[config.mk]
export PLATFORM = sky130hd
export DESIGN_NAME = buffer_readout
export DESIGN_NICKNAME = d
export VERILOG_FILES = /design/src/rtl/lsu_pkg.sv /design/src/rtl/buffer_readout.sv
export SDC_FILE = /design/constraint.sdc
export NUM_CORES = 1
export LEC_CHECK = 0
export BUFFER_PORTS_ARGS = -buffer_cell sky130_fd_sc_hd__buf_2
export CORE_AREA = 2 2 153 155
export DETAILED_ROUTE_END_ITERATION = 12
export DIE_AREA = 0 0 155 157
export PLACE_DENSITY = 0.43
export SLEW_MARGIN = 10
export SYNTH_ARGS = -nofsm -noshare
export SYNTH_HDL_FRONTEND = slang
export SYNTH_SLANG_ARGS = --single-unit
export TNS_END_PERCENT = 1
[constraint.sdc]
create_clock -name clk -period 1.7 [get_ports clk]
set_input_delay 0.34 -clock clk [delete_from_list [all_inputs] [get_ports clk]]
set_output_delay 0.34 -clock clk [all_outputs]
set_load 0.1 [all_outputs]
[src/rtl/lsu_pkg.sv]
package lsu_pkg;

    // result array and buffer geometry
    localparam int NUM_ROWS  = 16;
    localparam int ROW_BITS  = 128;
    localparam int BUF_DEPTH = 256;
    localparam int NUM_BANKS = 2;

    localparam int ADDR_BITS = $clog2(BUF_DEPTH);
    localparam int ROW_IDX_BITS = $clog2(NUM_ROWS);
    localparam int BANK_BITS = $clog2(NUM_BANKS);

    typedef logic [ROW_BITS-1:0] row_t;
    typedef row_t [NUM_ROWS-1:0] mxu_rows_t;
    typedef logic [ADDR_BITS-1:0] buf_addr_t;
    typedef logic [ROW_IDX_BITS-1:0] row_idx_t;
    typedef logic [BANK_BITS-1:0] bank_sel_t;

    // opcode value doubles as the target bank index
    typedef enum logic [BANK_BITS-1:0] {
        op_st_iram = 1'b0,
        op_st_wram = 1'b1
    } lsu_op_t;

    typedef enum logic {
        st_idle,
        st_store
    } store_state_t;

    // len code to window width in bits, 8 << len, saturating at a full row
    function automatic logic [7:0] window_bits(input logic [2:0] len);
        case (len)
            3'd0: return 8'd8;
            3'd1: return 8'd16;
            3'd2: return 8'd32;
            3'd3: return 8'd64;
            default: return 8'd128;
        endcase
    endfunction

endpackage

[src/rtl/buffer_readout.sv]
`timescale 1ns/100ps

module buffer_readout (
    input  logic               clk,
    input  logic               arst_n,
    input  logic               rd_en,
    input  lsu_pkg::bank_sel_t rd_bank,
    input  lsu_pkg::row_t      bank_data [lsu_pkg::NUM_BANKS],
    output logic               rd_vld,
    output lsu_pkg::row_t      rd_data
);
    import lsu_pkg::*;

    bank_sel_t bank_q;

    // valid lines up with the bank's registered read data
    always_ff @(posedge clk or negedge arst_n) begin
        if (!arst_n) begin
            rd_vld <= 1'b0;
        end else begin
            rd_vld <= rd_en;
        end
    end

    always_ff @(posedge clk) begin
        if (rd_en) begin
            bank_q <= rd_bank;
        end
    end

    // all banks read every cycle, only the requested one is returned
    assign rd_data = bank_data[bank_q];

endmodule

# Yosys cells after proc, flatten, opt, wreduce, memory -nomap -nowiden

Cells that the tools add are included.

Register bits after elaboration: 2

Magnitude comparators: 1
Bitwise gates (word level): 1
Multiplexer cells: 3

Operator list:

| operator             | number |
|---|---|
| $mux W128            | 3 |
| $ge A2 B2 Y1 const B | 1 |
| $not A1 Y2           | 1 |

# Longest topological paths before layout

Gate-level depths: netlist of run 1.

Depth after elaboration: 4
Gate-level depth with buffers: 3
Gate-level depth less buffers: 1

# Worst setup path after synthesis of run 1

Ideal clock, no wire load.

Kind: register -> output
Start point: register bank_q
End point: output port rd_data[100]
Setup slack: 90 ps
Data arrival time: 1270 ps
Path buffers: 2
Stages on the path, launching flop included: 4
Required time: 1360 ps
Cell sequence: edfxtp_1 > buf_6 > clkbuf_8 > mux2_2

Longest elaborated chain between the ends: 4

RTL lines:

| item                                         | RTL line             | text |
|---|---|---|
| start, declared                              | buffer_readout.sv:14 | `bank_sel_t bank_q;` |
| start signal, assigned                       | buffer_readout.sv:27 | `bank_q <= rd_bank;` |
| $not A1 Y2 (not written as such)             | buffer_readout.sv:32 | `assign rd_data = bank_data[bank_q];` |
| $mux W128 (not written as such) (3 in a row) | buffer_readout.sv:32 |  |
| end, declared                                | buffer_readout.sv:10 | `output lsu_pkg::row_t rd_data` |

Every way passes these cells. The select of a mux whose other input is x is not followed.

# Worst setup path in the final report of run 1

Start point: register bank_q
End point: output port rd_data[74]

The elaborated chain is that of the path after synthesis.

==> results of run 1 <==
[registers in the layout, summed over array words and instances, names as in the netlist]
register  count
bank_q        1
rd_vld        1
[worst max-delay path, cell delays in order, from the launching register on]
cell and delay, ns:
edfxtp_1 0.38, buf_12 0.18, clkbuf_16 0.23, mux2_2 0.38, buf_12 0.17
[area by class of cell]
type,instances,area [sq um]
Fill cell,2385,16800
Antenna cell,3,7.51
Sequential cell,2,55.1
Clock buffer,4,78.8
Multi-Input combinational cell,128,1510
Tap cell,285,357
Timing Repair Buffer,408,3720
[per-layer routing]
layer | GRT usage | wire [um] | up-vias
met3 | 0.0385 | 1630 | 12
met5 | 0 | 51 | -
met1 | 0.101 | 4870 | 1262
met4 | 0.00794 | 64 | 8
li1 | - | - | 1353
met2 | 0.216 | 7790 | 240
[Yosys cell counts]
master | instances | area [sq um]
buf_6 | 6 | 67.6
mux2_2 | 128 | 1440
clkbuf_8 | 8 | 110
dfrtp_1 | 1 | 25.0
edfxtp_1 | 1 | 30.0
[through the flow]
stage | setup TNS (ns) | worst slack (ns) | instances | hold slack, ns | power (mW)
global placement | -1.98 | -0.0783 | 819 | 0.117 | 3.94
floorplan | 0 | 0.0900 | 144 | 0.0444 | 2.61
CTS | -23.42 | -0.300 | 824 | 0.259 | 4.48
finish | -21.47 | -0.229 | 830 | 0.255 | 4.52
global route | -29.22 | -0.287 | 828 | 0.260 | 4.64
detailed placement | -1.70 | -0.0690 | 819 | 0.121 | 3.93
[logic make-up (layout without fill, tap and decap cells)]
logic type / after synthesis / in the layout / share of synthesized area
muxes: 128 / 128 / 0.861
buffers and inverters: 14 / 412 / 0.106
DFF: 2 / 2 / 0.0329
other: 0 / 3 / 0
[power breakdown]
group / internal, mW / switching [mW]
clock: 0.309 / 0.0556
sequential: 0.0549 / 0.00216
combinational: 1.45 / 2.64
total: 1.81 / 2.70
[cells in the final DEF, fill, tap and decap left out, drive strengths merged]
| cell type | count |
|---|---|
| diode | 3 |
| dlygate4sd3 | 1 |
| edfxtp | 1 |
| buf | 405 |
| mux2 | 128 |
| clkbuf | 6 |
| dfrtp | 1 |
[final timing paths]
kind / startpoint / endpoint / slack, ns / cells after the start
setup / recovery: bank_q / rd_data[74] / -0.23 / 4
min in group asynchronous: arst_n / rd_vld / 0.43 / 2
max in group asynchronous: arst_n / rd_vld / 1.18 / 2
hold / removal: rd_en / rd_vld / 0.26 / 1
[timing repair]
item / CTS / global route
gates resized for setup: 100 / 22
cloned: 0 / 2
endpoints found under the hold margin: 1 / 0
hold buffers: 1 / 0
setup buffers: 0 / 1
setup endpoints to repair: 125 / 128
==> reports/summary.txt, run 1 <==
==================================================================================
Run status                                                            finished with violations
Violations in the final reports                                       setup timing
Routed wire length per instance                                            17.4 um
Initial cell density of the core                                            0.0744
Cell Area, Placed                                                       5170 sq um
Syn Std Cell Area                                                       1670 sq um
Core Rows                                                                       55
Via count                                                                     2875
Post-route cell area                                                    5730 sq um
Clock Tree Buf Depth                                                             2
Post-synthesis cell count                                                      144
Layout Area Growth over Synthesis                                             242%
Crit path required time                                                    1.36 ns
Worst path arrival time                                                    1.59 ns
Number of vias per cell                                                       3.46
Global route total overflow                                                      0
Total of max-cap violations                                                      0
Number of antenna violations at the first check in global routing                7
Total Die Area                                                         24300 sq um
Distinct cell type count after synthesis                                         5
Final period util                                                             1.13
Fmax achieved                                                            0.519 GHz
Drc violations                                                                   0
TritonCTS Sinks                                                                  2
Relative slew slack                                                          0.650
Number of nets in the synthesized netlist                                      404
Vias in the first global route                                                3104
Worst Setup End Kind                                                   output port
Remaining number of nets flagged by the antenna check after routing              0
FF+latch count, synth                                                            2
Type of the worst min-delay path                                      input port to flip-flop
Power Dens Cells                                                       788 nW/um^2
Count of final max-slew check failures                                           0
Starting DRT DRC Count                                                          71
CTS tree                                                                     built
Final worst slack                                                        -0.229 ns
Standard cell core area                                                22500 sq um
Root buf cell                                                            clkbuf_16
Max IR drop VDD                                                           0.426 mV
Unrepaired setup endpoints after global routing                               true
Pin count of the biggest net entering global routing                            41
Time the worst path needs with I/O delays and setup                        1.93 ns
Yosys warning total                                                              0
Buffers added on ports                                                         388
H-Tree Level Count                                                               1
Fraction of layout cells with a size suffix above 1                          0.993
Crit Path Max Fanout                                                            20
Die Height                                                                  157 um
Number of failing hold endpoints at the final stage                              0
Die width                                                                   155 um
Leakage                                                                    2.85 nW
Number of primary I/O pins                                                     389
Final core utilization                                                       0.255
Nets                                                                           803
Final weighted congestion in routability-driven placement                    0.786
Global-route wire length before repair                                     18.8 mm
Setup violators final                                                          128
CTS buffer count                                                                 3
Detailed-routing iteration count for the pre-antenna-repair pass                 4
Total detailed-routing wirelength                                          14.4 mm
Mean area per synthesized cell                                          11.6 sq um
Worst Tran Pin Value                                                      0.528 ns
CTS clock-pin slew for the worst setup and hold paths                      0.03 ns
Half-perimeter wire length after detailed placement                        12.6 mm
CP Class                                                              flip-flop to output port
Critical Path Source Type                                                flip-flop
Share of the yosys chip area belonging to registers                         0.0329
Global-route usage over all layers                                           0.104
==================================================================================
Power figures use the tool's default switching activity.
==> inputs of run 2 (changes only) <==
==> constraint.sdc (replaced) <==
create_clock -name clk -period 1.7 [get_ports clk]
set_input_delay 0.255 -clock clk [delete_from_list [all_inputs] [get_ports clk]]
set_output_delay 0.255 -clock clk [all_outputs]
set_load 0.1 [all_outputs]
==> run 2 against run 1 <==
Against the previous run: the flow still finishes with violations (setup timing); clock-buffer cell count unchanged; largest cell class unchanged; clock power barely moved; routed wire length increased by 0.83%; largest power group unchanged.
==> reports/summary.txt, run 2 (synthesis gave the netlist of run 1 again) <==
========================================================================================
Initial cell density of the core                                                  0.0744   unchanged
Type of the worst min-delay path                                            input port to flip-flop   unchanged
Cells along the critical path                                               buf_12 -> clkbuf_16 -> mux2_2 -> buf_12   unchanged
Time the worst path needs with I/O delays and setup                              1.85 ns   was 1.93 ns
Layout Area Growth over Synthesis                                                   246%   was 242%
Pin count of the biggest net entering global routing                                  41   unchanged
Final core utilization                                                             0.257   was 0.255
Fraction of layout cells with a size suffix above 1                                0.993   about the same
Most frequent CP cell                                                             buf_12   unchanged
Violations in the final reports                                             setup timing   unchanged
Buffers added on ports                                                               388   unchanged
Routed wire length per instance                                                  17.5 um   was 17.4 um
Total Die Area                                                               24300 sq um   unchanged
Count of final max-slew check failures                                                 0   unchanged
Worst path arrival time                                                          1.60 ns   was 1.59 ns
Core Rows                                                                             55   unchanged
Remaining number of nets flagged by the antenna check after routing                    0   unchanged
Worst Tran Pin Value                                                            0.520 ns   was 0.528 ns
Slowest CP cell                                                                 edfxtp_1   unchanged
CP Class                                                                    flip-flop to output port   unchanged
Most common library cell in the layout ignoring fill and taps                      buf_2   unchanged
Half-perimeter wire length after detailed placement                              12.4 mm   was 12.6 mm
Total of max-cap violations                                                            0   unchanged
Standard cell core area                                                      22500 sq um   unchanged
Global-route wire length before repair                                           18.2 mm   was 18.8 mm
Total detailed-routing wirelength                                                14.5 mm   was 14.4 mm
Leakage                                                                          2.93 nW   was 2.85 nW
Via count                                                                           2910   was 2875
Fmax achieved                                                                  0.540 GHz   was 0.519 GHz
Number of antenna violations at the first check in global routing                      8   was 7
Die width                                                                         155 um   unchanged
Power Dens Cells                                                             785 nW/um^2   was 788 nW/um^2
Layout Cells excl Fill                                                               831   was 830
Global-route usage over all layers                                                 0.102   was 0.104
Category of cells accounting for the largest share of critical-path delay   buffers and inverters   unchanged
Die Height                                                                        157 um   unchanged
Registers with the most flip-flops                                          bank_q x1, rd_vld x1   unchanged
Root buf cell                                                                  clkbuf_16   unchanged
Setup violators final                                                                125   was 128
Worst Setup End Kind                                                         output port   unchanged
Number of vias per cell                                                             3.50   was 3.46
Fill cell total of the finished layout                                              2381   was 2385
Number of primary I/O pins                                                           389   unchanged
Drc violations                                                                         0   unchanged
Minimum setup slack after placement                                          -0.00696 ns   was -0.0690 ns
Final worst slack                                                              -0.152 ns   was -0.229 ns
Leading cell types in the layout, fill and taps excluded                    buf_2, mux2_2, buf_12, buf_6, mux2_4   unchanged
Nets                                                                                 802   was 803
Relative slew slack                                                                0.656   was 0.650
H-Tree Level Count                                                                     1   unchanged
Detailed-routing iteration count for the pre-antenna-repair pass                       4   unchanged
CTS buffer count                                                                       3   unchanged
Crit Path Max Fanout                                                                  20   unchanged
Run status                                                                  finished with violations   unchanged
Vias in the first global route                                                      3049   was 3104
Crit path required time                                                          1.44 ns   was 1.36 ns
CP Buf/Inv Count                                                                       3   unchanged
CTS clock-pin slew for the worst setup and hold paths                            0.03 ns   about the same
CTS tree                                                                           built   unchanged
Final period util                                                                   1.09   was 1.13
Critical Path Source Type                                                      flip-flop   unchanged
Starting DRT DRC Count                                                                77   was 71
TritonCTS Sinks                                                                        2   unchanged
Final weighted congestion in routability-driven placement                          0.775   was 0.786
Max IR drop VDD                                                                 0.361 mV   was 0.426 mV
Total Negative Setup Slacks                                                     -9.82 ns   was -21.47 ns
Global route total overflow                                                            0   unchanged
CP peak stage delay                                                              0.38 ns   about the same
Unrepaired setup endpoints after global routing                                     true   unchanged
Number of failing hold endpoints at the final stage                                    0   unchanged
Total Power                                                                      4.55 mW   was 4.52 mW
Clock Tree Buf Depth                                                                   2   unchanged
Placed cells                                                                         818   was 819
========================================================================================
run 2: what timing repair did:
item	in CTS	in global routing
cloned	0	2
hold endpoints to repair	1	0
resized for setup	98	42
setup buffers	0	1
hold buffers	1	0
endpoints found under the setup margin	124	120
run 2: per-stage QoR:
step | instance area [sq um] | hold slack [ns]
3_3_place_gp | 5160 | 0.0321
6_report | 5790 | 0.180
2_1_floorplan | 1670 | -0.0406
5_1_grt | 5790 | 0.189
4_1_cts | 5560 | 0.182
3_5_place_dp | 5160 | 0.0362
run 2: layout make-up:
| cell class | instances | area (sq um) | share of cell area |
|---|---|---|---|
| repair buffers | 407 | 3710 | 0.640 |
| clock buffers | 4 | 78.8 | 0.0136 |
| diodes | 5 | 12.5 | 0.00216 |
| well taps | 285 | 357 | 0.0616 |
| flip-flops and latches | 2 | 55.1 | 0.00950 |
| multi-input cells | 128 | 1580 | 0.273 |
run 2: power by group:
group | switching [mW] | total [mW] | internal (mW)
Combinational | 2.65 | 4.12 | 1.47
Clock | 0.0570 | 0.366 | 0.309
Sequential | 0.00217 | 0.0570 | 0.0549
run 2: metal layers:
metal	vias up	share of wire	routed length (um)	track usage
met1	1290	0.34	4870	0.0974
met2	248	0.53	7760	0.206
met4	6	0.016	227	0.0212
met3	16	0.11	1620	0.0366
li1	1350	-	-	-
met5	-	0.0031	45	0
run 2: final timing paths:
path	from	cells past startpoint	to	slack, ns
max in group asynchronous	arst_n	2	rd_vld	1.26
worst max-delay path	bank_q	4	rd_data[73]	-0.15
min in group asynchronous	arst_n	2	rd_vld	0.35
worst min-delay path	rd_en	1	rd_vld	0.18
==> inputs of run 3 (changes only) <==
--- a/config.mk
+++ b/config.mk
@@ -10,6 +10,7 @@
 export DETAILED_ROUTE_END_ITERATION = 12
 export DIE_AREA = 0 0 155 157
 export PLACE_DENSITY = 0.43
+export SKIP_LAST_GASP = 1
 export SLEW_MARGIN = 10
 export SYNTH_ARGS = -nofsm -noshare
 export SYNTH_HDL_FRONTEND = slang
==> run 3 against run 2 <==
Against the previous run: the flow still finishes with violations (setup timing); routed wire length down 5.6%; die area unchanged; power down 5.0%; clock-buffer cell count unchanged; worst setup slack worse by 0.020 ns; via count down 3.5%; utilization down 1.9 points.
==> reports/summary.txt, run 3 (synthesis gave the netlist of run 1 again) <==
==================================================================================
Run status                                                            finished with violations   unchanged
Violations in the final reports                                       setup timing   unchanged
H-Tree Level Count                                                               1   unchanged
Root buf cell                                                            clkbuf_16   unchanged
Share of total power in sequential cells                                     0.013   about the same
Clock Tree Buf Depth                                                             2   unchanged
Core Rows                                                                       55   unchanged
Count of final max-slew check failures                                           0   unchanged
Initial cell density of the core                                            0.0744   unchanged
Final weighted congestion in routability-driven placement                    0.775   unchanged
Time the worst path needs with I/O delays and setup                        1.87 ns   was 1.85 ns
Total detailed-routing wirelength                                          13.7 mm   was 14.5 mm
Relative slew slack                                                          0.654   was 0.656
Leading cell types in the layout, fill and taps excluded              buf_2, mux2_2, buf_12, clkbuf_4, buf_4   was buf_2, mux2_2, buf_12, buf_6, mux2_4
Via count                                                                     2808   was 2910
Final worst slack                                                        -0.172 ns   was -0.152 ns
Fraction of layout cells with a size suffix above 1                          0.993   about the same
Clock share of power                                                         0.085   was 0.080
CTS clock-pin slew for the worst setup and hold paths                      0.03 ns   about the same
Buffers added on ports                                                         388   unchanged
Total Power                                                                4.32 mW   was 4.55 mW
Critical Path Source Type                                                flip-flop   unchanged
TritonCTS Sinks                                                                  2   unchanged
Pin count of the biggest net entering global routing                            41   unchanged
Most common library cell in the layout ignoring fill and taps                buf_2   unchanged
Number of antenna violations at the first check in global routing                8   unchanged
Total Die Area                                                         24300 sq um   unchanged
Layout Cells excl Fill                                                         829   was 831
Sw Ratio                                                                     0.614   was 0.597
Number of primary I/O pins                                                     389   unchanged
Global route total overflow                                                      0   unchanged
Leakage                                                                    2.66 nW   was 2.93 nW
Type of the worst min-delay path                                      input port to flip-flop   unchanged
Crit path required time                                                    1.44 ns   about the same
Power Dens Cells                                                       804 nW/um^2   was 785 nW/um^2
Unrepaired setup endpoints after global routing                               true   unchanged
Global-route usage over all layers                                          0.0980   was 0.102
Remaining number of nets flagged by the antenna check after routing              0   unchanged
Registers with the most flip-flops                                    bank_q x1, rd_vld x1   unchanged
Worst Tran Pin Value                                                      0.523 ns   was 0.520 ns
Final period util                                                             1.10   was 1.09
Number of failing hold endpoints at the final stage                              0   unchanged
Vias in the first global route                                                2889   was 3049
CTS tree                                                                     built   unchanged
Fmax achieved                                                            0.534 GHz   was 0.540 GHz
Worst Setup End Kind                                                   output port   unchanged
Fill cell total of the finished layout                                        2414   was 2381
CTS buffer count                                                                 3   unchanged
Switching Power                                                            2.65 mW   was 2.71 mW
Detailed-routing iteration count for the pre-antenna-repair pass                 4   unchanged
Die width                                                                   155 um   unchanged
Minimum setup slack after placement                                    -0.00696 ns   unchanged
Global-route wire length before repair                                     17.5 mm   was 18.2 mm
Crit Path Max Fanout                                                            23   was 20
Die Height                                                                  157 um   unchanged
Layout Area Growth over Synthesis                                             221%   was 246%
Max IR drop VDD                                                           0.390 mV   was 0.361 mV
Standard cell core area                                                22500 sq um   unchanged
Drc violations                                                                   0   unchanged
CP Class                                                              flip-flop to output port   unchanged
Number of vias per cell                                                       3.39   was 3.50
Total of max-cap violations                                                      0   unchanged
Starting DRT DRC Count                                                          43   was 77
Routed wire length per instance                                            16.6 um   was 17.5 um
Multi-input gate area                                                   1440 sq um   was 1580 sq um
P_int                                                                      1.67 mW   was 1.83 mW
Post-CTS Setup Bufs                                                              0   unchanged
Placed cells                                                                   818   unchanged
Worst path arrival time                                                    1.62 ns   was 1.60 ns
Half-perimeter wire length after detailed placement                        12.4 mm   unchanged
Nets                                                                           800   was 802
Sequential cell area                                                    55.1 sq um   unchanged
Setup violators final                                                          124   was 125
Logic gate share of total power                                              0.902   was 0.907
==================================================================================
-- run 3: cell count changes in the layout (fill, tap and decap cells not counted), sizes merged --
cell / delta
buf: -30
clkbuf: +28
-- run 3: area by class of cell --
class	instances	area share
flip-flops and latches	2	0.0102
multi-input cells	128	0.268
well taps	285	0.0664
diodes	5	0.00233
repair buffers	405	0.638
clock buffers	4	0.0147
-- run 3: routing by layer --
| metal | global-route usage | part of all wire |
|---|---|---|
| met1 | 0.0958 | 0.34 |
| met2 | 0.200 | 0.55 |
| met5 | 0 | 0.0030 |
| met4 | 0.0123 | 0.0039 |
| met3 | 0.0352 | 0.11 |
-- run 3: worst max-delay path, stage by stage (launching register included) --
cell	delay, ns
edfxtp_1	0.40
buf_12	0.20
buf_4	0.16
mux2_2	0.21
buf_2	0.42
-- run 3: final timing paths --
| path | start | endpoint | cells past startpoint |
|---|---|---|---|
| min in group asynchronous | arst_n | rd_vld | 2 |
| setup / recovery | bank_q | rd_data[121] | 4 |
| hold / removal | rd_en | rd_vld | 1 |
| max in group asynchronous | arst_n | rd_vld | 2 |
-- run 3: metrics by stage --
stage	utilization	TNS (ns)	hold WS (ns)	area [sq um]
6_report	0.239	-15.25	0.180	5370
3_3_place_gp	0.229	-0.00241	0.0321	5160
4_1_cts	0.234	-20.65	0.182	5260
2_1_floorplan	-	0	-0.0406	1670
5_1_grt	0.238	-22.22	0.189	5370
3_5_place_dp	0.229	-0.0137	0.0362	5160
-- run 3: what timing repair did --
action	in CTS	in global routing
endpoints found under the hold margin	1	0
resized for setup	1	32
setup endpoints to repair	124	124
hold buffers	1	0
cloned	0	1
-- run 3: power groups by stage --
stage | Combinational (mW) | Clock, mW | Sequential, mW
2_1_floorplan | 2.55 | 0 | 0.0661
3_3_place_gp | 3.88 | 0 | 0.0573
3_5_place_dp | 3.87 | 0 | 0.0573
4_1_cts | 3.89 | 0.375 | 0.0568
5_1_grt | 4.00 | 0.383 | 0.0570
6_report | 3.90 | 0.365 | 0.0566
