### src/rtl/lsu_pkg.sv
package lsu_pkg;

    // result array and buffer geometry
    localparam int NUM_ROWS  = 16;
    localparam int ROW_BITS  = 128;
    localparam int BUF_DEPTH = 256;
    localparam int NUM_BANKS = 2;

    localparam int ADDR_BITS = $clog2(BUF_DEPTH);
    localparam int ROW_IDX_BITS = $clog2(NUM_ROWS);
    localparam int BANK_BITS = $clog2(NUM_BANKS);

    typedef logic [ROW_BITS-1:0] row_t;
    typedef row_t [NUM_ROWS-1:0] mxu_rows_t;
    typedef logic [ADDR_BITS-1:0] buf_addr_t;
    typedef logic [ROW_IDX_BITS-1:0] row_idx_t;
    typedef logic [BANK_BITS-1:0] bank_sel_t;

    // opcode value doubles as the target bank index
    typedef enum logic [BANK_BITS-1:0] {
        op_st_iram = 1'b0,
        op_st_wram = 1'b1
    } lsu_op_t;

    typedef enum logic {
        st_idle,
        st_store
    } store_state_t;

    // len code to window width in bits, 8 << len, saturating at a full row
    function automatic logic [7:0] window_bits(input logic [2:0] len);
        case (len)
            3'd0: return 8'd8;
            3'd1: return 8'd16;
            3'd2: return 8'd32;
            3'd3: return 8'd64;
            default: return 8'd128;
        endcase
    endfunction

endpackage

### src/rtl/store_ctrl.sv
`timescale 1ns/100ps

module store_ctrl (
    input  logic                   clk,
    input  logic                   arst_n,
    input  logic                   instr_vld,
    input  lsu_pkg::lsu_op_t       instr_op,
    input  lsu_pkg::row_idx_t      start_x,
    input  lsu_pkg::row_idx_t      start_y,
    input  logic [7:0]             row_num,
    input  logic [2:0]             len,
    input  logic [11:0]            ld_st_addr,
    input  logic                   mxu_data_rdy,
    output logic                   instr_rdy,
    output lsu_pkg::row_idx_t      row_sel,
    output logic [6:0]             win_shift,
    output logic [7:0]             win_len,
    output logic [lsu_pkg::NUM_BANKS-1:0] wr_en,
    output lsu_pkg::buf_addr_t     wr_addr
);
    import lsu_pkg::*;

    store_state_t state_q;
    store_state_t state_nxt;

    // rows still to be written for the current instruction
    logic [7:0] remain_q;

    // payload captured at acceptance
    lsu_op_t    op_q;
    row_idx_t   row_q;
    buf_addr_t  addr_q;
    logic [6:0] shift_q;
    logic [7:0] len_q;

    logic accept;
    logic do_wr;
    logic last_wr;

    assign instr_rdy = (state_q == st_idle);
    assign accept    = instr_vld & instr_rdy;

    // one row per cycle while the matrix unit has data ready
    assign do_wr   = (state_q == st_store) & mxu_data_rdy;
    assign last_wr = do_wr & (remain_q == 8'd1);

    always_comb begin
        state_nxt = state_q;
        case (state_q)
            st_idle: begin
                if (accept) begin
                    state_nxt = st_store;
                end
            end
            st_store: begin
                if (last_wr) begin
                    state_nxt = st_idle;
                end
            end
            default: state_nxt = st_idle;
        endcase
    end

    always_ff @(posedge clk or negedge arst_n) begin
        if (!arst_n) begin
            state_q  <= st_idle;
            remain_q <= '0;
        end else begin
            state_q <= state_nxt;
            if (accept) begin
                remain_q <= row_num;
            end else if (do_wr) begin
                remain_q <= remain_q - 8'd1;
            end
        end
    end

    always_ff @(posedge clk) begin
        if (accept) begin
            op_q    <= instr_op;
            row_q   <= start_y;
            // word address is the upper bits of the byte address
            addr_q  <= ld_st_addr[11:4];
            shift_q <= {start_x, 3'b000};
            len_q   <= window_bits(len);
        end else if (do_wr) begin
            row_q  <= row_q + 1'b1;
            addr_q <= addr_q + 1'b1;
        end
    end

    // write strobe goes to the bank named by the opcode
    always_comb begin
        wr_en = '0;
        if (do_wr) begin
            wr_en[bank_sel_t'(op_q)] = 1'b1;
        end
    end

    assign row_sel   = row_q;
    assign win_shift = shift_q;
    assign win_len   = len_q;
    assign wr_addr   = addr_q;

endmodule

### config.mk
export PLATFORM = sky130hd
export DESIGN_NAME = store_ctrl
export DESIGN_NICKNAME = d
export VERILOG_FILES = /design/src/rtl/lsu_pkg.sv /design/src/rtl/store_ctrl.sv
export SDC_FILE = /design/constraint.sdc
export NUM_CORES = 1
export LEC_CHECK = 0
export BUFFER_PORTS_ARGS = -buffer_cell sky130_fd_sc_hd__buf_2
export CELL_PAD_IN_SITES_DETAIL_PLACEMENT = 1
export CELL_PAD_IN_SITES_GLOBAL_PLACEMENT = 2
export CORE_MARGIN = 2
export CORE_UTILIZATION = 32
export CTS_BUF_LIST = sky130_fd_sc_hd__clkbuf_8
export DETAILED_ROUTE_END_ITERATION = 10
export MAX_ROUTING_LAYER = met4
export PLACE_DENSITY = 0.87
export SYNTH_ARGS = -nofsm -noshare
export SYNTH_HDL_FRONTEND = slang
export SYNTH_SLANG_ARGS = --single-unit
### constraint.sdc
create_clock -name clk -period 4.23 [get_ports clk]
set_input_delay 0.423 -clock clk [delete_from_list [all_inputs] [get_ports clk]]
set_output_delay 0.423 -clock clk [all_outputs]
set_load 0.005 [all_outputs]
## After elaboration in Yosys (flattened, before gate mapping)

Cells that the tools add are included.

| cells by class | value |
|---|---|
| $add $sub $neg | 3 |
| $mul | 0 |
| div/mod/pow operators | 0 |
| magnitude comparators | 2 |
| equal/unequal tests | 4 |
| shift-type cells | 0 |
| muxes and demuxes | 13 |
| bitwise gates (word level) | 4 |
| reductions and logical operators | 3 |

Operator list:

| operator | number |
|---|---|
| two-way mux 8 bit | 4 |
| case mux 8 bit (4 select lines) | 1 |
| adder 8 x 1 -> 8 bit, second input constant | 1 |
| == test 8 x 1 -> 1 bit, second input constant | 1 |
| two-way mux 4 bit | 2 |
| subtractor 8 x 1 -> 8 bit, second input constant | 1 |
| == test 3 x 2 -> 1 bit, second input constant | 2 |
| adder 4 x 1 -> 4 bit, second input constant | 1 |
| bitwise AND 1 bit | 3 |
| == test 3 x 1 -> 1 bit, second input constant | 1 |
| logical NOT 3 bit | 1 |
| two-way mux 1 bit | 3 |
| less-than comparator 1 x 2 -> 1 bit, second input constant | 1 |
| two-way mux 2 bit | 1 |
| case mux 1 bit (2 select lines) | 1 |
| nonzero test 2 bit | 1 |
| demux 1 bit (select 1 bit) | 1 |
| greater-or-equal comparator 1 bit, second input constant | 1 |
| logical AND 1 bit | 1 |
| inverter 1 bit | 1 |

| storage, ports and cells | value |
|---|---|
| register bits | 34 |
| bits in latches | 0 |
| RAM bits | 0 |
| bits in read-only memories | 0 |
| input port bits | 36 |
| output and inout bits | 30 |
| logic and storage cells | 36 |
| memories | 0 |

## Depth between registers and ports, before layout

Gate-level depths: netlist of run 1.

| logic depth | value |
|---|---|
| word-level depth | 5 |
| depth in mapped cells | 7 |
| gate-level depth less buffers | 5 |

## Worst setup path before layout of run 1

No wires, ideal clock.

| timing path | value |
|---|---|
| kind | register -> register |
| start point | reg state_q |
| end point | reg row_q[2], in the netlist row_sel[2], data pin |
| library setup time | 285 ps |
| arrival | 1476 ps |
| required time | 3945 ps |
| slack | 2469 ps |
| stages on the path, launching flop included | 7 |
| path buffers | 3 |
| period minus slack after synthesis | 1761 ps |
| cells stage by stage | dfrtp_1 buf_6 nand2b_1 buf_6 inv_1 clkbuf_1 o21ai_0 |

| on the way | value |
|---|---|
| word-level cells in the longest chain between the ends | 3 |

Ends and longest elaborated chain:

| element | RTL line | source |
|---|---|---|
| from (decl) | store_ctrl.sv:23 | `store_state_t state_q;` |
| from (signal assigned) | store_ctrl.sv:66 | `state_q <= st_idle;` |
| from (signal assigned) | store_ctrl.sv:69 | `state_q <= state_nxt;` |
| inverter 1 bit | store_ctrl.sv:40 | `assign instr_rdy = (state_q == st_idle);` |
| bitwise AND 1 bit | store_ctrl.sv:41 | `assign accept = instr_vld & instr_rdy;` |
| net accept | store_ctrl.sv:36 | `logic accept;` |
| two-way mux 4 bit | store_ctrl.sv:79 | `if (accept) begin` |
| to (signal assigned) | store_ctrl.sv:81 | `row_q <= start_y;` |
| to (signal assigned) | store_ctrl.sv:87 | `row_q <= row_q + 1'b1;` |
| to (decl) | store_ctrl.sv:31 | `row_idx_t row_q;` |

The timed path passes the listed nets, and every way through them passes these cells.
A chain may end at the register's enable or synchronous reset.

## Worst setup path in the final report of run 1

| timing path | value |
|---|---|
| start point | reg state_q |
| end point | reg addr_q[4], in the netlist wr_addr[4], data pin |

| on the way | value |
|---|---|
| word-level cells in the longest chain between the ends | 3 |

Ends and longest elaborated chain:

| element | RTL line | source |
|---|---|---|
| inverter 1 bit | store_ctrl.sv:40 |  |
| bitwise AND 1 bit | store_ctrl.sv:41 |  |
| two-way mux 8 bit | store_ctrl.sv:79 |  |
| to (signal assigned) | store_ctrl.sv:83 | `addr_q <= ld_st_addr[11:4];` |
| to (signal assigned) | store_ctrl.sv:88 | `addr_q <= addr_q + 1'b1;` |
| to (decl) | store_ctrl.sv:32 | `buf_addr_t addr_q;` |

No other way between the ends.

==> results of run 1 <==
-- worst paths after layout --
check / start / endpoint / slack [ns]
worst min register to register: remain_q[6] / remain_q[6] / 0.58
worst min-delay path: instr_op / op_q / 0.32
worst max-delay path: state_q / wr_addr[4] / 1.78
worst max register to register: state_q / wr_addr[4] / 1.78
max in group asynchronous: arst_n / remain_q[6] / 3.50
min in group asynchronous: arst_n / remain_q[0] / 0.54
-- metrics by stage --
step / std cells / util
finish: 269 / 0.411
global route: 269 / 0.411
CTS: 269 / 0.411
detailed placement: 260 / 0.392
global placement: 260 / 0.392
floorplan: 151 / -
-- metal layers --
layer,GRT usage,share of wire
met5,-,0
met4,0.0476,0.013
met3,0.0325,0.064
met2,0.226,0.45
met1,0.177,0.47
-- kinds of logic (layout without fill, tap and decap cells) --
kind of cell / after synthesis / count (layout) / synth area share
AOI/OAI and AO/OA: 30 / 30 / 0.110
xor gates and xnor gates: 7 / 7 / 0.0386
adders and majority gates: 4 / 4 / 0.0315
buffers and inverters: 17 / 68 / 0.0733
DFF: 31 / 31 / 0.558
muxes: 1 / 1 / 0.00630
other: 1 / 6 / 0.00236
and+or+nand+nor: 55 / 55 / 0.180
-- sequential cells by signal, indices dropped and copies added, names as in the netlist --
register   flops
win_shift      4
win_len        5
remain_q       8
row_sel        4
state_q        1
op_q           1
wr_addr        8
-- layout by cell type (no fill, tap or decap), drive strengths merged --
cell type and n:
o31ai 3, inv 6, nand3 3, nand2b 1
nor2b 1, nor2 12, and3b 1, nand4 1
nor4 1, a31oi 8, xnor2 2, buf 55
nor3b 2, clkinv 1, xor2 5, o211a 1
mux2i 1, clkbuf 5, nand4b 1, ha 4
a211oi 1, nand4bb 1, edfxtp 22, o21ai 12
dfrtp 9, nand2 19, conb 6, and3 1
a21oi 5, or3 5, or2 1, dlygate4sd3 1
nor3 1, or4 4
-- cell type report --
cell class              instances  area share
multi-input cells             103       0.309
clock inverters                 3     0.00640
repair buffers                 56       0.146
flip-flops and latches         31       0.453
well taps                      67      0.0429
inverters                       4     0.00768
clock buffers                   5      0.0352
-- critical path, stage by stage, from the launching register on --
cell,delay (ns)
dfrtp_1,0.49
nand2b_1,0.77
inv_1,0.61
nand2_1,0.19
o21ai_0,0.11
-- report_power, final --
part	switching, mW	leakage (nW)	internal [mW]
clock network	0.108	0.0505	0.110
logic	0.227	0.488	0.200
registers	0.120	0.311	0.493
==> summary.txt, run 1 <==
Floorplan
  – Die H: 74.4 um
  – Initial core utilization: 0.334
  – Io pins: 66
  – Die width: 74.4 um
  – Die Footprint: 0.00554 mm2
  – Core Box Area: 0.00475 mm2
  – Num rows: 25

Synthesis
  – Top cells by area, synth: edfxtp_1, dfrtp_1, nand2_1, o21ai_0, a31oi_1
  – Ys Warns: 0
  – Area leader, netlist: edfxtp_1
  – Most common cell in the netlist: edfxtp_1
  – Post-synthesis sequential area ratio: 0.558
  – Ys flop type: edfxtp_1
  – Top cells by count, synth: edfxtp_1, nand2_1, nor2_1, o21ai_0, dfrtp_1
  – Share of async-settable or async-resettable flops after synthesis: 0.290
  – Post-synth EDFFs: 22
  – Number of distinct library cells after synthesis: 35
  – Cell count after synthesis: 146
  – Synthesized area: 0.00159 mm2
  – Post-synth top area share: 0.416
  – FF+latch count, synth: 31
  – Syn Area/Cell: 10.9 um2

CTS
  – Clk buf depth: 2
  – CTS Sinks: 31
  – CTS Buf Count: 5
  – CTS Hold Bufs: 1
  – Post-CTS sizing: 0
  – CTS Root Cell: clkbuf_8
  – CTS tree: yes
  – CTS H-Tree Depth: 2
  – Post-CTS setup buffers: 0
  – CTS clk-pin slew, worst paths: 0.07 ns
  – Clk Latency, worst-skew pair: 0.28 ns

Timing
  – Slew @ Worst Pin: 0.932 ns
  – Final Hold Fails: 0
  – Max frequency: 409 MHz
  – Final Cycle Share: 0.578
  – TNS Setup: 0 ns
  – Final setup fails: 0
  – Period minus WS final: 2.45 ns
  – Final Skew: 0.00253 ns
  – RSZ-0062 raised after global routing: no
  – Worst slew margin: 0.379
  – Minimum hold slack: 0.320 ns
  – Slew Viols, Final: 0
  – Fin worst setup slack: 1.78 ns

Power and ir drop
  – Overall Power: 1.26 mW
  – Pwr Density: 644 mW/mm2
  – VDD IR max: 0.000237 V
  – P_leak: 0.850 nW

Place
  – Dpl hpwl: 2.65 mm
  – Placer Congestion: 0.724
  – Port Buffer Count: 55
  – Dpl ws: 1.71 ns
  – Post-Place Cell Area: 0.00186 mm2

Cells and area
  – Antenna diode instance count: 0
  – Final Cell Area: 0.00196 mm2
  – Fill count: 569
  – Final nets: 241
  – Share of cells above drive strength 1: 0.322
  – FF/Latch Area: 886 um2
  – Area grow syn2layout: 23.2%
  – Area of the multi-input gates: 604 um2

Status
  – Status: complete, no violations

Critical path
  – CP Max Fanout: 25
  – Critical path type: register to register
  – WP data required: 4.22 ns
  – CP Data Arrival Time: 2.44 ns
  – Nature of the critical path startpoint: register
  – Reg2reg path depth: 4
  – Setup crit end kind: register

Drt
  – Pre-antenna DRT Iters: 4
  – Post-route DRC: 0
  – Routed Antenna Nets: 0
  – DR vias: 1,264
  – Initial DRC count: 37
  – Overall routed net length: 3.57 mm
  – Drt wl/cell: 13.3 um
  – Via-to-Cell Ratio: 4.70

GRT
  – Antenna violations before repair: 0
  – Pin count of the biggest net entering global routing: 26
  – First-pass GRT wire length: 5.82 mm
  – Grt ovf: 0
  – GRT Resource Usage Total: 0.141
  – Vias in the first global route: 1,257

Worst hold path
  – Hold Path Stages: 1
  – Min-Delay Path Class: primary input to register

Job
  – MaxCap Viol Count: 0
No activity file was read; power rests on OpenSTA's default activity.
==> run 2: changes to the inputs <==
--- a/config.mk
+++ b/config.mk
@@ -9,11 +9,11 @@
 export CELL_PAD_IN_SITES_DETAIL_PLACEMENT = 1
 export CELL_PAD_IN_SITES_GLOBAL_PLACEMENT = 2
 export CORE_MARGIN = 2
-export CORE_UTILIZATION = 32
+export CORE_UTILIZATION = 26
 export CTS_BUF_LIST = sky130_fd_sc_hd__clkbuf_8
 export DETAILED_ROUTE_END_ITERATION = 10
 export MAX_ROUTING_LAYER = met4
-export PLACE_DENSITY = 0.87
+export PLACE_DENSITY = 0.75
 export SYNTH_ARGS = -nofsm -noshare
 export SYNTH_HDL_FRONTEND = slang
 export SYNTH_SLANG_ARGS = --single-unit
==> constraint.sdc (replaced) <==
create_clock -name clk -period 2.2 [get_ports clk]
set_input_delay 0.22 -clock clk [delete_from_list [all_inputs] [get_ports clk]]
set_output_delay 0.22 -clock clk [all_outputs]
set_load 0.005 [all_outputs]
==> summary.txt, run 2 (synthesis results as in run 1) <==
Critical path
  – Critical path type: register to register
  – Setup crit end kind: register
  – Nature of the critical path startpoint: register
  – CP Data Arrival Time: 1.69 ns
  – WP data required: 2.18 ns
  – CP Max Fanout: 12

Drt
  – DR vias: 1,277
  – Post-route DRC: 0
  – Routed Antenna Nets: 0
  – Overall routed net length: 3.59 mm
  – Via-to-Cell Ratio: 4.58
  – Initial DRC count: 77
  – Pre-antenna DRT Iters: 4
  – Drt wl/cell: 12.9 um

Timing
  – Worst slew margin: 0.657
  – Final Skew: 0.00685 ns
  – TNS Setup: 0 ns
  – RSZ-0062 raised after global routing: no
  – Final setup fails: 0
  – Max frequency: 586 MHz
  – Slew Viols, Final: 0
  – Period minus WS final: 1.71 ns
  – Slew @ Worst Pin: 0.513 ns
  – Final Hold Fails: 0
  – Final Cycle Share: 0.776

Cells and area
  – Most frequent cells in the layout: buf_2, edfxtp_1, nand2_1
  – Area grow syn2layout: 26.4%
  – Antenna diode instance count: 0
  – Share of cells above drive strength 1: 0.333
  – Most common cell after layout, fill and taps aside: buf_2
  – Final nets: 243

Place
  – Port Buffer Count: 55
  – Placer Congestion: 0.684
  – Dpl hpwl: 2.79 mm

Power and ir drop
  – Switching Share: 0.345
  – Overall Power: 2.55 mW
  – P_leak: 0.864 nW
  – Switching power: 0.881 mW
  – Combinational fraction of design power: 0.324
  – Cell internal pwr: 1.67 mW
  – Pwr Density: 1270 mW/mm2
  – Clk pwr share: 0.215
  – Seq pwr share: 0.461
  – VDD IR max: 0.000443 V

GRT
  – GRT Resource Usage Total: 0.114
  – Antenna violations before repair: 0
  – First-pass GRT wire length: 5.63 mm
  – Vias in the first global route: 1,161
  – Pin count of the biggest net entering global routing: 18
  – Grt ovf: 0

Floorplan
  – Die Footprint: 0.00675 mm2
  – Die width: 82.1 um
  – Core Box Area: 0.00592 mm2
  – Die H: 82.1 um
  – Num rows: 28
  – Initial core utilization: 0.268
  – Io pins: 66

CTS
  – Clk Latency, worst-skew pair: 0.28 ns
  – Post-CTS setup buffers: 0
  – Clk buf depth: 2
  – CTS Buf Count: 5
  – CTS tree: yes
  – CTS clk-pin slew, worst paths: 0.07 ns
  – Post-CTS sizing: 0
  – CTS H-Tree Depth: 2
  – CTS Root Cell: clkbuf_8
  – CTS Sinks: 31

Status
  – Status: complete, no violations

Worst hold path
  – Min-Delay Path Class: primary input to register

Job
  – MaxCap Viol Count: 0
-- run 2: changes by cell type in the layout (fill, tap and decap cells not counted), sizes merged --
cell    change
buf         +2
inv         -2
bufinv      +1
clkinv      +1
-- run 2: timing repair --
item / 4_1_cts / 5_1_grt
hold endpoints to repair: 9 / 0
endpoints found under the setup margin: 0 / 0
hold buffers: 1 / 0
-- run 2: layout make-up --
type,count,area (um2)
repair buffers,58,300
clock inverters,3,38.8
inverters,4,15.0
fillers,686,3910
clock buffers,5,68.8
multi-input cells,103,604
well taps,75,93.8
flip-flops and latches,31,886
-- run 2: worst paths after layout --
| path | startpoint | endpoint | slack (ns) | depth (start not counted) |
|---|---|---|---|---|
| setup / recovery | state_q | win_len[6] | 0.49 | 3 |
| hold / removal | start_x[3] | win_shift[6] | 0.11 | 1 |
| setup reg to reg | state_q | win_len[6] | 0.49 | 3 |
| hold reg to reg | remain_q[7] | remain_q[7] | 0.59 | 2 |
| max in group asynchronous | arst_n | remain_q[4] | 1.68 | 2 |
| min in group asynchronous | arst_n | remain_q[0] | 0.33 | 2 |
-- run 2: layer usage --
metal | GRT usage | routed length (um) | vias up
met5 | - | 0 | -
met4 | 0.0350 | 18 | 0
met3 | 0.0326 | 235 | 4
met2 | 0.171 | 1660 | 39
met1 | 0.150 | 1680 | 607
li1 | - | - | 627
-- run 2: per-stage QoR --
stage / setup WS, ns / util / instances / hold WS, ns / area [um2]
floorplan: 0.439 / - / 151 / -0.0756 / 1610
global placement: 0.494 / 0.319 / 270 / 0.0968 / 1890
detailed placement: 0.447 / 0.319 / 270 / 0.0971 / 1890
CTS: 0.433 / 0.339 / 279 / 0.108 / 2010
global route: 0.267 / 0.339 / 279 / 0.105 / 2010
finish: 0.492 / 0.339 / 279 / 0.111 / 2010
-- run 2: power by group through the flow --
stage / Clock, mW / Combinational [mW] / Sequential (mW)
6_report: 0.548 / 0.828 / 1.18
2_1_floorplan: 0 / 0.579 / 1.14
4_1_cts: 0.559 / 0.855 / 1.18
3_3_place_gp: 0 / 0.820 / 1.18
5_1_grt: 0.587 / 0.974 / 1.23
3_5_place_dp: 0 / 0.853 / 1.19
-- run 2: worst max-delay path: stages (launching register included) --
cell	delay [ns]
dfrtp_1	0.48
nand2b_1	0.32
inv_1	0.35
buf_4	0.27
==> run 3: changes to the inputs <==
==> constraint.sdc (replaced) <==
create_clock -name clk -period 1.45 [get_ports clk]
set_input_delay 0.145 -clock clk [delete_from_list [all_inputs] [get_ports clk]]
set_output_delay 0.145 -clock clk [all_outputs]
set_load 0.005 [all_outputs]
==> summary.txt, run 3 (synthesis results as in run 1) <==
Power and ir drop
  – P_leak: 0.965 nW
  – Pwr Density: 1910 mW/mm2
  – VDD IR max: 0.000719 V
  – Overall Power: 4.22 mW

Floorplan
  – Initial core utilization: 0.268
  – Die width: 82.1 um
  – Die Footprint: 0.00675 mm2
  – Num rows: 28
  – Core Box Area: 0.00592 mm2
  – Die H: 82.1 um
  – Io pins: 66

Place
  – Dpl hpwl: 2.91 mm
  – Port Buffer Count: 55
  – Dpl ws: -0.160 ns
  – Placer Congestion: 0.730
  – Post-Place Cell Area: 0.00200 mm2
  – Cells after DPL: 284

Status
  – Failing checks: setup timing
  – Status: finished, violations left

CTS
  – CTS H-Tree Depth: 2
  – CTS clk-pin slew, worst paths: 0.07 ns
  – Clk buf depth: 2
  – Clk Latency, worst-skew pair: 0.28 ns
  – CTS Sinks: 31
  – CTS Root Cell: clkbuf_8
  – CTS tree: yes
  – CTS Buf Count: 5

Critical path
  – CP Data Arrival Time: 1.81 ns
  – CP Max Fanout: 2
  – Nature of the critical path startpoint: register
  – WP data required: 1.65 ns
  – Reg2Reg Launch Point: remain_q[6]
  – Crit path max-delay family: simple AND/OR/NAND/NOR gates
  – Crit path cell chain: or4_4 > or4_1 > a31oi_1
  – Largest stage delay, worst path: 0.53 ns
  – Setup slack, reg-to-reg: -0.16 ns
  – Slowest CP cell: or4_4
  – Worst Path Buf+Inv: 0
  – Crit path launch: remain_q[6]
  – Critical path type: register to register
  – Setup crit end kind: register

Drt
  – Post-route DRC: 0
  – DR vias: 1,368
  – Via-to-Cell Ratio: 4.58
  – Overall routed net length: 3.87 mm
  – Drt wl/cell: 12.9 um
  – Pre-antenna DRT Iters: 4
  – Routed Antenna Nets: 0
  – Initial DRC count: 34

Timing
  – Period minus WS final: 1.61 ns
  – Final Cycle Share: 1.11
  – RSZ-0062 raised after global routing: yes
  – Final setup fails: 3
  – Final Skew: 0.00608 ns
  – Max frequency: 621 MHz
  – Slew Viols, Final: 0
  – Fin worst setup slack: -0.161 ns
  – Final Hold Fails: 0

Worst hold path
  – Worst hold start: start_x[0]
  – Min-Delay Path Class: primary input to register

Job
  – MaxCap Viol Count: 0

GRT
  – Antenna violations before repair: 0
  – GRT Resource Usage Total: 0.123
  – Vias in the first global route: 1,295
  – Grt ovf: 0
  – Pin count of the biggest net entering global routing: 18
  – First-pass GRT wire length: 6.11 mm

Cells and area
  – Area grow syn2layout: 38.7%
  – Antenna diode instance count: 0
  – Share of cells above drive strength 1: 0.429
  – Final nets: 263
  – Most common cell after layout, fill and taps aside: buf_2
  – Non-Filler Instances: 299
  – Final Cell Area: 0.00220 mm2
  – Most frequent cells in the layout: buf_2, edfxtp_1, buf_4
run 3: metrics by stage:
stage | hold WS, ns | util | TNS (ns)
6_report | 0.0382 | 0.372 | -0.191
2_1_floorplan | -0.151 | - | -0.118
3_5_place_dp | 0.0209 | 0.337 | -0.451
5_1_grt | 0.0250 | 0.372 | -0.481
4_1_cts | 0.0275 | 0.364 | -0.172
3_3_place_gp | 0.0204 | 0.337 | -0.343
run 3: final cells by class:
cell class                 count  area (um2)
clock buffer                   6        82.6
clock inverter                 2        8.76
fill                         708        3720
inverter                       4        15.0
multi-input combinational    103         662
sequential                    31         886
tap                           75        93.8
timing repair buffer          78         454
run 3: layer usage:
layer  global-route usage  part of all wire
met1                0.162              0.47
met3               0.0293             0.068
met4               0.0350            0.0083
met2                0.189              0.45
met5                    -                 0
run 3: final timing paths:
path / cells past startpoint / end
min reg2reg: 2 / state_q
min in group asynchronous: 2 / remain_q[7]
min: 1 / win_shift[3]
max reg2reg: 3 / remain_q[7]
max: 3 / remain_q[7]
max in group asynchronous: 2 / remain_q[3]
run 3: power breakdown:
| part | internal (mW) | total [mW] | switching (mW) |
|---|---|---|---|
| clock network | 0.375 | 0.690 | 0.314 |
| logic | 0.934 | 1.76 | 0.826 |
| registers | 1.44 | 1.77 | 0.330 |
| total | 2.75 | 4.22 | 1.47 |
run 3: repair_timing:
action                                  4_1_cts  5_1_grt
setup buffers                                 3        3
pin swaps                                     7        5
endpoints found under the hold margin         9        0
resized for setup                             7        5
hold buffers                                  1        0
endpoints found under the setup margin        6       10
